$ cat config.mk
export PLATFORM = sky130hd
export DESIGN_NAME = run_walker
export DESIGN_NICKNAME = d
export VERILOG_FILES = /design/src/rtl/draw_pkg.sv /design/src/rtl/run_walker.sv
export VERILOG_INCLUDE_DIRS = /design/src /design/src/rtl
export SDC_FILE = /design/constraint.sdc
export NUM_CORES = 1
export LEC_CHECK = 0
export BUFFER_PORTS_ARGS = -buffer_cell sky130_fd_sc_hd__buf_2
export CORE_UTILIZATION = 50
export CTS_CLUSTER_SIZE = 12
export DETAILED_ROUTE_END_ITERATION = 8
export GPL_ROUTABILITY_DRIVEN = 0
export PLACE_DENSITY_LB_ADDON = 0.2
export SLEW_MARGIN = 10
export SYNTH_ARGS = -nofsm -noshare
export SYNTH_HDL_FRONTEND = slang
export SYNTH_SLANG_ARGS = --single-unit
$ cat constraint.sdc
create_clock -name clk -period 2.5 [get_ports clk]
set_clock_uncertainty 0.05 [all_clocks]
set_input_delay 0.5 -clock clk [delete_from_list [all_inputs] [get_ports clk]]
set_output_delay 0.5 -clock clk [all_outputs]
set_load 0.02 [all_outputs]
$ cat src/rtl/rgb565_colors.svh
`ifndef RGB565_COLORS_SVH
`define RGB565_COLORS_SVH

// RGB565 packing. Red in [15:11], green in [10:5], blue in [4:0].
// Needs pixel_t declared ahead of the include point.

localparam pixel_t COLOR_BLACK  = 16'h0000; // All channels off.
localparam pixel_t COLOR_GREEN  = 16'h07E0; // Full green only.
localparam pixel_t COLOR_YELLOW = 16'hFFE0; // Full red plus full green.

// Pink is 255/192/203 in 8-bit terms.
// Truncated to 31/48/25 per channel.
localparam pixel_t COLOR_PINK   = 16'hFE19;

`endif

$ cat src/rtl/draw_pkg.sv
package draw_pkg;

  //////////////////////////////
  // Widths with a meaning.
  //////////////////////////////
  typedef logic [23:0] addr_t;   // Bank(2) + row(13) + column(9).
  typedef logic [15:0] pixel_t;  // One RGB565 pixel.
  typedef logic [11:0] coord_t;  // Row, column or pixel count.
  typedef logic [6:0]  sample_t; // Sine sample, 0 to 127.

  // Named colours, built on pixel_t.
  `include "rgb565_colors.svh"

  // Points in one sine period.
  localparam int SINE_LEN = 120;

  // Host opcodes. Anything else gets dropped.
  typedef enum logic [3:0] {
    CMD_CLEAR = 4'd0,
    CMD_IMAGE = 4'd1,
    CMD_SINE  = 4'd2
  } draw_cmd_e;

  typedef enum logic {
    RUN_LINE = 1'b0, // Fixed step between pixels.
    RUN_SINE = 1'b1  // Row step plus sine offset.
  } run_kind_e;

  // One straight run of pixels, 78 bits.
  typedef struct packed {
    run_kind_e kind;
    addr_t     start; // Address of first pixel.
    addr_t     step;  // Added after each pixel.
    coord_t    count; // Pixels in the run, at least 1.
    pixel_t    color;
    logic      last;  // Final run of the command.
  } run_t;

  // One pixel write, 41 bits.
  typedef struct packed {
    addr_t  addr;
    pixel_t data;
    logic   last; // Final pixel of the command.
  } pix_t;

endpackage

$ cat src/rtl/run_walker.sv
`timescale 1ns/1ps

module run_walker #(
  parameter int AMP_SHIFT = 0
) (
  input  logic              clk,
  input  logic              rst_n,
  input  draw_pkg::run_t    run,
  input  logic              run_valid,
  output logic              run_take,
  output logic [6:0]        sine_idx,
  input  draw_pkg::sample_t sine_sample,
  input  logic              port_ready,
  output draw_pkg::pix_t    pix,
  output logic              pix_valid
);
  import draw_pkg::*;

  localparam logic [6:0] SINE_LAST = 7'(SINE_LEN - 1);

  typedef enum logic [1:0] {
    IDLE,  // Waiting for a run.
    LOAD,  // Set up the next pixel.
    FETCH, // Sine sample arriving.
    EMIT   // Pixel offered to the port.
  } walk_state_e;

  walk_state_e state;
  run_kind_e   kind;
  coord_t      remain;   // Pixels left in the run.
  logic        last_run;
  logic [6:0]  tbl_idx;  // Sine index for the current row.
  addr_t       cur_addr; // Line address or sine row base.
  addr_t       step;
  pixel_t      color;
  addr_t       pix_addr;
  addr_t       offset;   // Scaled sine sample.

  assign run_take  = (state == IDLE) & run_valid;
  assign pix_valid = (state == EMIT) & port_ready;
  assign sine_idx  = tbl_idx;
  assign offset    = addr_t'(sine_sample >> AMP_SHIFT);

  always_comb begin
    pix.addr = pix_addr;
    pix.data = color;
    pix.last = last_run & (remain == coord_t'(1)); // End of the command.
  end

  //////////////////////////////
  // Control.
  //////////////////////////////
  always_ff @(posedge clk or negedge rst_n) begin
    if (!rst_n) begin
      state    <= IDLE;
      kind     <= RUN_LINE;
      remain   <= '0;
      last_run <= 1'b0;
      tbl_idx  <= '0;
    end else begin
      case (state)
        IDLE:
          if (run_valid) begin
            kind     <= run.kind;
            remain   <= run.count;
            last_run <= run.last;
            tbl_idx  <= '0; // Trace restarts at k = 0.
            state    <= LOAD;
          end
        LOAD:
          state <= (kind == RUN_SINE) ? FETCH : EMIT;
        FETCH:
          state <= EMIT;
        EMIT:
          if (port_ready) begin
            remain  <= remain - coord_t'(1);
            tbl_idx <= (tbl_idx == SINE_LAST) ? 7'd0 : tbl_idx + 7'd1; // Wrap at 120.
            state   <= (remain == coord_t'(1)) ? IDLE : LOAD;
          end
        default:
          state <= IDLE;
      endcase
    end
  end

  //////////////////////////////
  // Address datapath.
  //////////////////////////////
  always_ff @(posedge clk) begin
    case (state)
      IDLE:
        if (run_valid) begin
          cur_addr <= run.start;
          step     <= run.step;
          color    <= run.color;
        end
      LOAD:
        if (kind == RUN_LINE)
          pix_addr <= cur_addr;
      FETCH:
        pix_addr <= cur_addr + offset; // Row base plus column offset.
      EMIT:
        if (port_ready)
          cur_addr <= cur_addr + step; // Next pixel, or next row for sine.
      default: ;
    endcase
  end

endmodule

---- Word-level counts from Yosys, hierarchy flattened ----
Index checks and enable logic that the tools add are counted.
cells by class
  add/subtract/negate cells ............... 4
  bitwise logic cells ..................... 3
  eq/ne operators ......................... 8
  reduce and logical (&&, ||, !) cells .... 7
  muxes and demuxes ....................... 17
operators by type and width
  operator                                               count
  case mux 24 bit (2 select lines)                       2
  2-to-1 mux 24 bit                                      3
  adder 24 bit                                           1
  adder 24 x 7 -> 24 bit                                 1
  2-to-1 mux 12 bit                                      2
  case mux 12 bit (2 select lines)                       1
  2-to-1 mux 7 bit                                       3
  case mux 7 bit (2 select lines)                        1
  equality test 12 x 1 -> 1 bit (second input constant)  1
  subtractor 12 x 1 -> 12 bit (second input constant)    1
  case mux 2 bit (4 select lines)                        1
  adder 7 x 1 -> 7 bit (second input constant)           1
  equality test 7 bit (second input constant)            1
  inequality test 2 bit (second input constant)          3
  AND reduction 2 bit                                    3
  equality test 2 bit (second input constant)            2
  2-to-1 mux 2 bit                                       2
  nonzero test 2 bit                                     2
  AND 1 bit                                              3
  AND reduction 3 bit                                    1
  equality test 2 x 1 -> 1 bit (second input constant)   1
  zero test 2 bit                                        1
  2-to-1 mux 1 bit                                       2
storage, ports and cells
  logic and storage cells ................. 48
  output and inout port bits .............. 50
  bits of input ports ..................... 89
  flip-flop bits (word level) ............. 111

---- Longest topological paths before layout ----
Gate-level depths: netlist of run 1.
  depth in word-level cells ............... 4
  mapped depth ............................ 10
  mapped depth without buffers ............ 9

---- Worst setup path before layout of run 1 ----
No wires, ideal clock.
  kind .................................... register to register
  from .................................... register state[0]
  to ...................................... register pix_addr[0] (enable)
  buffers on the path ..................... 1
  stages on the path, launching flop included .. 6
  data arrival time ....................... 2.328 ns
  slack ................................... -0.291 ns
  data required time ...................... 2.037 ns
  cells stage by stage .................... dfrtp_1 inv_1 ha_1 clkbuf_1 nor2_1 a21oi_1
between the ends
  cells in the longest elaborated chain, start to end .. 3
  elaborated cells on any way between the ends .. 5
  those cells by class .................... 3 x eq/ne; 2 x reduce/logical
RTL lines
  element                                                                       RTL line           RTL
  start, declared                                                               run_walker.sv:28   walk_state_e state;
  start signal, assigned                                                        run_walker.sv:71   state <= (kind == RUN_SINE) ? FETCH : EMIT;
  start signal, assigned                                                        run_walker.sv:78   state <= (remain == coord_t'(1)) ? IDLE : LOAD;
  equality test 2 x 1 -> 1 bit or equality test 2 bit (tied branches)           run_walker.sv:90   case (state)
  inequality test 2 bit (no source line) or nonzero test 2 bit (tied branches)  --
  AND reduction 2 bit (no source line) (*)                                      --
  end signal, assigned                                                          run_walker.sv:99   pix_addr <= cur_addr;
  end signal, assigned                                                          run_walker.sv:101  pix_addr <= cur_addr + offset;
  end, declared                                                                 run_walker.sv:36   addr_t pix_addr;
Mark *: on every way between the ends. The rest lies on a longest branch, timed or not.
A chain may end at the register's enable or synchronous reset.

---- Final worst setup path of run 1 ----
  from .................................... register cur_addr[1]
  to ...................................... register cur_addr[14] (data pin)
between the ends
  cells in the longest elaborated chain, start to end .. 3
RTL lines
  element                           RTL line           RTL
  start, declared                   run_walker.sv:33   addr_t cur_addr;
  start signal, assigned            run_walker.sv:93   cur_addr <= run.start;
  start signal, assigned            run_walker.sv:104  cur_addr <= cur_addr + step;
  adder 24 bit                      run_walker.sv:104
  2-to-1 mux 24 bit                 run_walker.sv:103  if (port_ready)
  case mux 24 bit (2 select lines)  run_walker.sv:90
No other way between the ends. The select of a mux whose other input is x is not followed.

==> results of run 1 <==
## worst reg2reg max path, delay by kind of cell, from the launching register on
family / cells / cell delay (ps)
DFF: 1 / 460
buffers and inverters: 3 / 440
adders and majority gates: 1 / 440
AOI/OAI and AO/OA: 3 / 360
muxes: 1 / 260
and+or+nand+nor: 1 / 160
xor gates and xnor gates: 1 / 50
## power by group
part           switching (W)  internal (W)
logic                0.00336       0.00244
registers           0.000470       0.00302
clock network       0.000648      0.000768
## registers in the layout (all words and copies together) (netlist names)
name	count
state	2
pix_addr	24
color	16
kind	1
remain	12
sine_idx	7
last_run	1
cur_addr	24
step	24
## area by class of cell
cell class              instances  area share [%]
diodes                          1          0.0319
clock buffers                   9            2.87
repair buffers                187            13.6
inverters                      25            1.20
flip-flops and latches        111            41.0
clock inverters                 7           0.813
multi-input cells             417            37.8
well taps                     168            2.68
## cells in the final DEF (no fill, tap or decap), types with 3 or more instances in the layout
master,netlist,final
a211oi_2,0,5
a21o_1,8,8
a21oi_1,53,49
a21oi_2,1,5
a22oi_1,3,3
a2bb2oi_1,3,3
a31oi_1,7,7
and3_1,9,9
buf_2,2,138
buf_4,1,47
clkbuf_16,0,9
clkinv_2,0,3
dfrtp_1,23,23
edfxtp_1,88,88
ha_1,38,34
ha_2,0,3
inv_1,24,23
mux2_2,18,18
mux2i_1,3,3
nand2_1,56,56
nand2b_1,4,3
nand3_1,25,25
nand4_1,8,8
nor2_1,28,28
nor2b_1,5,5
nor3_1,11,11
o211ai_1,7,7
o21a_1,9,9
o21ai_0,27,26
o21bai_1,3,3
o221ai_1,3,3
o22ai_1,9,9
o31ai_1,6,6
xnor2_1,23,23
xor2_1,13,13
## cells by family (layout without fill, tap and decap cells)
| family | count (synthesis) | in the layout | share of synthesized area, % |
|---|---|---|---|
| AOI/OAI and AO/OA | 161 | 161 | 16.3 |
| and+or+nand+nor | 159 | 159 | 12.7 |
| DFF | 111 | 111 | 51.4 |
| buffers and inverters | 42 | 228 | 2.62 |
| adders and majority gates | 40 | 40 | 8.24 |
| xor gates and xnor gates | 36 | 36 | 5.04 |
| muxes | 21 | 21 | 3.72 |
| other | 0 | 1 | 0 |
## timing repair
item / in CTS / in global routing
pin swaps: 3 / 8
gates resized for setup: 3 / 18
setup buffers: 3 / 4
endpoints found under the setup margin: 6 / 15
## final timing paths
| path | from | endpoint | slack [ps] |
|---|---|---|---|
| min in group clk | run[46] | step[17]$_DFFE_PP_ | 260 |
| worst min register to register | sine_idx[4]$_DFFE_PN0P_ | sine_idx[4]$_DFFE_PN0P_ | 480 |
| worst min-delay path | rst_n | remain[1]$_DFFE_PN0P_ | 80 |
| worst max register to register | cur_addr[1]$_DFFE_PP_ | cur_addr[14]$_DFFE_PP_ | 20 |
| worst max-delay path | cur_addr[1]$_DFFE_PP_ | cur_addr[14]$_DFFE_PP_ | 20 |
| max in group asynchronous | rst_n | remain[2]$_DFFE_PN0P_ | 1960 |
## per-stage QoR
step                      power (W)  worst slack (ps)  hold WS, ps
after floorplan             0.00726              82.6          154
after global placement      0.00881              -127          458
after detailed placement    0.00905              -219          458
after CTS                    0.0106             -11.1         74.7
after global routing         0.0115             -60.1         92.2
final                        0.0107              24.4         77.2
## metal layers
metal  wire length, um  up-vias
met3               872       28
met1              6230     2427
met4               279        0
met5                 0        -
met2              7340      153
li1                  -     2502
==> results.toml, run 1 <==
[synth]
yosysWarnings = 0
synthDistinctLibCells = 60
synthArstFlopShare_pct = 20.7
synth_area_leaders = "edfxtp_1 42%, dfrtp_1 9.2%, ha_1 7.6%, a21oi_1 4.2%, nand2_1 3.4%"
netlist.area_leader.share_pct = 42.2
synth_enable_flop_cells = 88
syn_nets = 699
yosysMostFrequentCell = "edfxtp_1"
postSynthCellCount = 570
avgSynthCellArea_um2 = 11.0
yosys-top-cells-count = "88 x edfxtp_1, 56 x nand2_1, 53 x a21oi_1"
ys_seq_elements = 111
yosysTopAreaCell = "edfxtp_1"
synth_ff_type = "edfxtp_1"
ys_seq_area_share_pct = 51.4
syn_area_mm2 = 0.00626

[route]
drc = 0
via_count = 5110
firstDrtPassIters = 5
drt_iter0_markers = 238
wl_per_cell_um = 15.9
viasPerCell = 5.52
wirelength_mm = 14.7
ant_nets = 0

[power_and_ir_drop]
irDropWorstVdd_v = 0.000615
p_leak_nw = 3.24
p_per_area_mw_per_mm2 = 1360

[clocking]
cts_hold_buf = 0
clock_sinks = 111
clock_path_buffers = 2
cts_tree = "built"
path_clk_slew_ps = 70
cts-root-buf = "clkbuf_16"
numCtsBuffers = 9
worstSkewPairLatency_ps = 350
h-tree-depth = 3

[floorplanning]
num_rows = 40
chipWidth_um = 114
start_util_pct = 51.7
fp.dieH_um = 114
coreArea_mm2 = 0.0121
dieArea_mm2 = 0.0130
io_pins = 139

[global_route]
grt_antenna_before_repair = 1
grt.busiest_layer = "met2"
grt_usage_pct = 23.5
grt-ovfl-total = 0
use_met3_pct = 6.75
grt_pass1_vias = 5022
grt_pass1_wl_mm = 23.4
grt_max_degree = 27
grt.met1_usage_pct = 27.7
grt_use_met2_pct = 41.6

[worst_setup_path]
worstPathArrival_ps = 2530
reg2reg_depth = 10
cp-start-kind = "flip-flop"
worst_setup_path_end_kind = "flip-flop"
slowest_stage = "edfxtp_1"
critical_path.most_common_cell = "buf_4"
crit_cells = 10
crit_required_ps = 2560
slowest_delay_ps = 460
path_cells = "inv_1, fa_2, nand2b_4, a21oi_2, o211ai_1, buf_4, o21ai_4, buf_4, xor2_1, mux2_2"
worstPathMaxFanout = 4
crit_type = "reg2reg"
crit_family = "flip-flops"
cp_num_buf_inv = 3

[cells_and_area]
drive_gt1_share_pct = 32.8
multi_input_area_mm2 = 0.00297
fin_nets = 880
fillCellCount = 996
postLayoutCoreUtil_pct = 64.8
syn2layout_area_growth_pct = 25.4
instances_no_fill = 925
final_cell_area_mm2 = 0.00785
register_area_mm2 = 0.00322

[sta]
slew_violations = 0
rsz0062_at_grt = "true"
min_period_ps = 2480
timing.fmax_ghz = 0.404
tns_ps = 0
post-route-period-util_pct = 99.0
relSlewSlack_pct = 63.2
setup_viol = 0
hold_viol = 0
tightest_slew_ps = 553

[placed_design]
dp_hpwl_mm = 11.0
dpl_cell_area_mm2 = 0.00741
placed_cells = 901
portBuffers = 138

[run_status]
outcome = "finished clean"

[min_path]
min_path_type = "in2async"

[flow_run]
maxCapViolCount = 0
Note: power is estimated with default switching activity, not from simulation.
==> inputs of run 2 (changes only) <==
--- a/config.mk
+++ b/config.mk
@@ -14,2 +14,3 @@
 export PLACE_DENSITY_LB_ADDON = 0.2
+export SETUP_SLACK_MARGIN = 0.4
 export SLEW_MARGIN = 10
==> constraint.sdc (replaced) <==
create_clock -name clk -period 2.5 [get_ports clk]
set_clock_uncertainty 0.05 [all_clocks]
set_input_delay 0 -clock clk [delete_from_list [all_inputs] [get_ports clk]]
set_output_delay 0 -clock clk [all_outputs]
set_load 0.02 [all_outputs]
==> run 2 against run 1 <==
Effect of this change: power rose by 8.1%; global-route usage is 2.0 points higher; cell area is 15% higher; via count increased by 9.6%; utilization grew 9.7 points; register-to-register slack improved by 60 ps; largest power group unchanged; critical path depth did not move; first-iteration DRC count is 40% higher; non-clock buffer count rose by 82; combinational power up 14%; critical path type unchanged; largest cell class is now multi-input combinational cells; routed wire length increased by 14%.
==> results.toml, run 2 (synthesized netlist as in run 1, its figures left out) <==
[run_status]
outcome = "finished clean"

[clocking]
cts_tree = "built"
path_clk_slew_ps = 80
worstSkewPairLatency_ps = 370
clock_sinks = 111
numCtsBuffers = 9
cts-root-buf = "clkbuf_16"
clock_path_buffers = 2
h-tree-depth = 3

[route]
drt_iter0_markers = 333
viasPerCell = 5.57
firstDrtPassIters = 5
via_count = 5599
wirelength_mm = 16.7
ant_nets = 0
drc = 0
wl_per_cell_um = 16.6

[power_and_ir_drop]
comb_power_share_pct = 57.4
power_frac_seq_pct = 30.6
intPower_w = 0.00668
p_leak_nw = 3.62
p_clk_share_pct = 12.0
irDropWorstVdd_v = 0.000697
p_per_area_mw_per_mm2 = 1280
netSwitchingFraction_pct = 42.3
p_sw_w = 0.00490
p_total_w = 0.0116

[worst_setup_path]
r2r_slack_ps = 80
crit_cells = 10
crit_type = "reg2reg"
cp_num_buf_inv = 2
worstPathMaxFanout = 8
slowest_stage = "edfxtp_1"
cp-start-kind = "flip-flop"
worst_setup_path_end_kind = "flip-flop"
reg2reg_depth = 10
r2r-end = "cur_addr[18]$_DFFE_PP_"
crit_family = "compound AO/OA/AOI/OAI gates"
cp-endpoint = "cur_addr[18]$_DFFE_PP_"
r2r-start = "cur_addr[0]$_DFFE_PP_"
worstPathArrival_ps = 2550
crit_required_ps = 2630
path_cells = "ha_2, inv_2, fa_2, nand2b_4, a21oi_4, o211ai_1, o21ai_2, buf_6, nand3_1, o311ai_1"
slowest_delay_ps = 380
crit_start = "cur_addr[0]$_DFFE_PP_"

[cells_and_area]
syn2layout_area_growth_pct = 44.2
diodes = 0
drive_gt1_share_pct = 35.4
layout_common_cells = "138 x buf_2, 88 x edfxtp_1, 79 x dlygate4sd3_1, 53 x nand2_1, 43 x buf_4"
final_common_cell = "buf_2"
final_cell_area_mm2 = 0.00902
fin_nets = 962
instances_no_fill = 1006
postLayoutCoreUtil_pct = 74.5
top_regs = "cur_addr (24), pix_addr (24), step (24)"

[floorplanning]
start_util_pct = 51.7
io_pins = 139
fp.dieH_um = 114
chipWidth_um = 114
coreArea_mm2 = 0.0121
num_rows = 40
dieArea_mm2 = 0.0130

[min_path]
min_path_type = "in2reg"
min_from = "run_valid"

[sta]
post-route-period-util_pct = 96.8
slew_violations = 0
tns_ps = 0
rsz0062_at_grt = "true"
timing.fmax_ghz = 0.413
setup_viol = 0
min_period_ps = 2420
relSlewSlack_pct = 56.0
tightest_slew_ps = 660
hold_viol = 0

[global_route]
grt_max_degree = 46
grt_antenna_before_repair = 0
grt-ovfl-total = 0
grt_pass1_wl_mm = 25.3
grt_pass1_vias = 5338
grt_usage_pct = 25.5

[placed_design]
dp_hpwl_mm = 10.7
portBuffers = 138
dpl_cell_area_mm2 = 0.00739
placed_cells = 882

[flow_run]
maxCapViolCount = 0
run 2: through the flow:
stage / hold slack, ps / setup slack, ps
6_report: 3.79 / 79.9
5_1_grt: 33.1 / 0.893
4_1_cts: 1.04 / 140
3_5_place_dp: -39.2 / 78.1
3_3_place_gp: -40.8 / 155
2_1_floorplan: -346 / 179
run 2: worst min path at each step:
| stage | end | cells after the start |
|---|---|---|
| floorplan | kind$_DFFE_PN0P_ | 0 |
| global placement | remain[3]$_DFFE_PN0P_ | 1 |
| detailed placement | remain[2]$_DFFE_PN0P_ | 1 |
| CTS | sine_idx[0]$_DFFE_PN0P_ | 3 |
| global route | pix_addr[0]$_DFFE_PP_ | 3 |
| finish | sine_idx[0]$_DFFE_PN0P_ | 3 |
run 2: timing repair:
action	4_1_cts	5_1_grt
hold endpoints to repair	101	0
hold buffers	79	0
pin swaps	25	28
setup buffers	11	17
cloned	1	0
resized for setup	38	36
endpoints found under the setup margin	66	72
run 2: area by class of cell:
type | instances | area [um^2]
repair buffers | 269 | 1940
inverters | 25 | 100
clock buffers | 9 | 225
clock inverters | 7 | 56.3
well taps | 168 | 210
multi-input cells | 417 | 3270
fillers | 847 | 3090
flip-flops and latches | 111 | 3220
run 2: worst register-to-register path, cell delays in order, from the launching register on:
cell and delay [ps]:
edfxtp_1 380, ha_2 210, inv_2 40, fa_2 360, nand2b_4 170, a21oi_4 130
o211ai_1 170, o21ai_2 230, buf_6 160, nand3_1 80, o311ai_1 250
run 2: power groups by stage:
| stage | combinational [W] | clock (W) | sequential, W |
|---|---|---|---|
| global placement | 0.00531 | 0 | 0.00350 |
| detailed placement | 0.00546 | 0 | 0.00354 |
| floorplan | 0.00363 | 0 | 0.00381 |
| global route | 0.00719 | 0.00148 | 0.00362 |
| CTS | 0.00610 | 0.00142 | 0.00352 |
| finish | 0.00664 | 0.00139 | 0.00354 |
run 2: layer usage:
metal,vias to the layer above,GRT usage (%),wire (um)
met5,-,0,0
met4,0,9.35,367
met3,33,5.58,1050
met2,225,45.0,8700
met1,2676,30.7,6620
li1,2665,-,-
==> inputs of run 3 (changes only) <==
- MAX_ROUTING_LAYER: default -> met4
==> run 3 against run 2 <==
Effect of this change: cell area grew 0.43%; critical path type unchanged; critical endpoint is now cur_addr[19]$_DFFE_PP_; maximum frequency shrank 0.47%; largest power group unchanged; clock power is essentially flat.
==> results.toml, run 3 (synthesized netlist as in run 1, its figures left out) <==
[power_and_ir_drop]
p_per_area_mw_per_mm2 = 1290
irDropWorstVdd_v = 0.000706
netSwitchingFraction_pct = 42.5
p_sw_w = 0.00497
p_leak_nw = 3.64
power_frac_seq_pct = 30.3
p_clk_share_pct = 11.9
intPower_w = 0.00671
comb_power_share_pct = 57.8

[global_route]
grt_max_degree = 46
grt-ovfl-total = 0
grt_usage_pct = 26.3
grt_antenna_before_repair = 0
grt_pass1_vias = 5335
grt.met1_usage_pct = 30.9
grt_use_met2_pct = 45.0
grt.busiest_layer = "met2"
use_met3_pct = 5.31
grt_pass1_wl_mm = 25.3

[cells_and_area]
top_regs = "cur_addr (24), pix_addr (24), step (24)"
instances_no_fill = 1008
syn2layout_area_growth_pct = 44.8
diodes = 0
layout_common_cells = "138 x buf_2, 88 x edfxtp_1, 79 x dlygate4sd3_1, 53 x nand2_1, 46 x buf_4"
postLayoutCoreUtil_pct = 74.8
fin_nets = 964
drive_gt1_share_pct = 35.8
final_common_cell = "buf_2"
fillCellCount = 834

[sta]
setup_viol = 0
hold_slack_ps = 9.93
min_period_ps = 2430
rsz0062_at_grt = "true"
tightest_slew_ps = 670
hold_viol = 0
timing.fmax_ghz = 0.411
slew_violations = 0
relSlewSlack_pct = 55.3
fin_ws_ps = 68.5
post-route-period-util_pct = 97.3

[floorplanning]
fp.dieH_um = 114
start_util_pct = 51.7
chipWidth_um = 114
dieArea_mm2 = 0.0130
num_rows = 40
io_pins = 139
coreArea_mm2 = 0.0121

[clocking]
clock_sinks = 111
clock_path_buffers = 2
worstSkewPairLatency_ps = 370
path_clk_slew_ps = 80
numCtsBuffers = 9
cts_tree = "built"
cts-root-buf = "clkbuf_16"
h-tree-depth = 3

[worst_setup_path]
r2r_slack_ps = 70
crit_type = "reg2reg"
worstPathArrival_ps = 2490
r2r-start = "cur_addr[2]$_DFFE_PP_"
worst_setup_path_end_kind = "flip-flop"
worstPathMaxFanout = 3
r2r-end = "cur_addr[19]$_DFFE_PP_"
reg2reg_depth = 7
cp-start-kind = "flip-flop"
crit_required_ps = 2550

[route]
via_count = 5674
wl_per_cell_um = 17.0
drt_iter0_markers = 312
viasPerCell = 5.63
drc = 0
ant_nets = 0
firstDrtPassIters = 5
wirelength_mm = 17.1

[flow_run]
maxCapViolCount = 0

[min_path]
hold_path_depth = 3
min_from = "run_valid"
min_path_type = "in2reg"
hold_path_end = "sine_idx[0]$_DFFE_PN0P_"

[placed_design]
dp_hpwl_mm = 10.7
portBuffers = 138
placed_cells = 882
post-place-ws_ps = 78.1

[run_status]
outcome = "finished clean"
## run 3: cell types whose count changed in the layout (fill, tap and decap cells not counted), sizes merged
cell	previous run	this run
buf	189	191
## run 3: power by group through the flow
stage / clock, W / combinational (W) / sequential [W]
2_1_floorplan: 0 / 0.00363 / 0.00381
3_3_place_gp: 0 / 0.00531 / 0.00350
3_5_place_dp: 0 / 0.00546 / 0.00354
4_1_cts: 0.00142 / 0.00610 / 0.00352
5_1_grt: 0.00148 / 0.00730 / 0.00362
6_report: 0.00139 / 0.00675 / 0.00354
## run 3: area by class of cell
| cell class | count | area (um^2) | share of cell area [%] |
|---|---|---|---|
| timing repair buffer | 271 | 1960 | 21.6 |
| multi-input combinational | 417 | 3290 | 36.4 |
| tap | 168 | 210 | 2.32 |
| clock buffer | 9 | 225 | 2.49 |
| sequential | 111 | 3220 | 35.5 |
| inverter | 25 | 100 | 1.10 |
| clock inverter | 7 | 56.3 | 0.621 |
## run 3: how the worst max path moves through the flow
stage | start | end | slack (ps)
final | cur_addr[2]$_DFFE_PP_ | cur_addr[19]$_DFFE_PP_ | 70
after global routing | cur_addr[0]$_DFFE_PP_ | cur_addr[14]$_DFFE_PP_ | -7
after CTS | cur_addr[0]$_DFFE_PP_ | cur_addr[14]$_DFFE_PP_ | 140
after detailed placement | cur_addr[0]$_DFFE_PP_ | cur_addr[18]$_DFFE_PP_ | 80
after global placement | cur_addr[0]$_DFFE_PP_ | cur_addr[18]$_DFFE_PP_ | 150
after floorplan | cur_addr[0]$_DFFE_PP_ | cur_addr[14]$_DFFE_PP_ | 180
## run 3: routing by layer
layer  vias up  wire, um
met4         0       431
met3        41      1060
met2       246      8950
met1      2714      6640
met5         -         0
li1       2673         -
## run 3: worst max-delay path, stage by stage, from the launching register on
cell and delay (ps):
edfxtp_1 460, ha_4 330, o211ai_1 100, o211ai_1 340
nand4_1 240, a211oi_2 320, mux2i_1 210, o311ai_1 110
## run 3: per-stage QoR
stage	setup TNS [ps]	area, um^2	power [W]
floorplan	0	6370	0.00744
global placement	0	7390	0.00881
detailed placement	0	7390	0.00901
CTS	0	8750	0.0110
global route	-6.95	9060	0.0124
finish	0	9060	0.0117
## run 3: what timing repair did
item / CTS / global route
hold buffers: 79 / 0
gates cloned: 1 / 0
setup buffers: 11 / 19
setup endpoints to repair: 66 / 72
gates resized for setup: 38 / 38
hold endpoints to repair: 101 / 0
pin swaps: 25 / 26
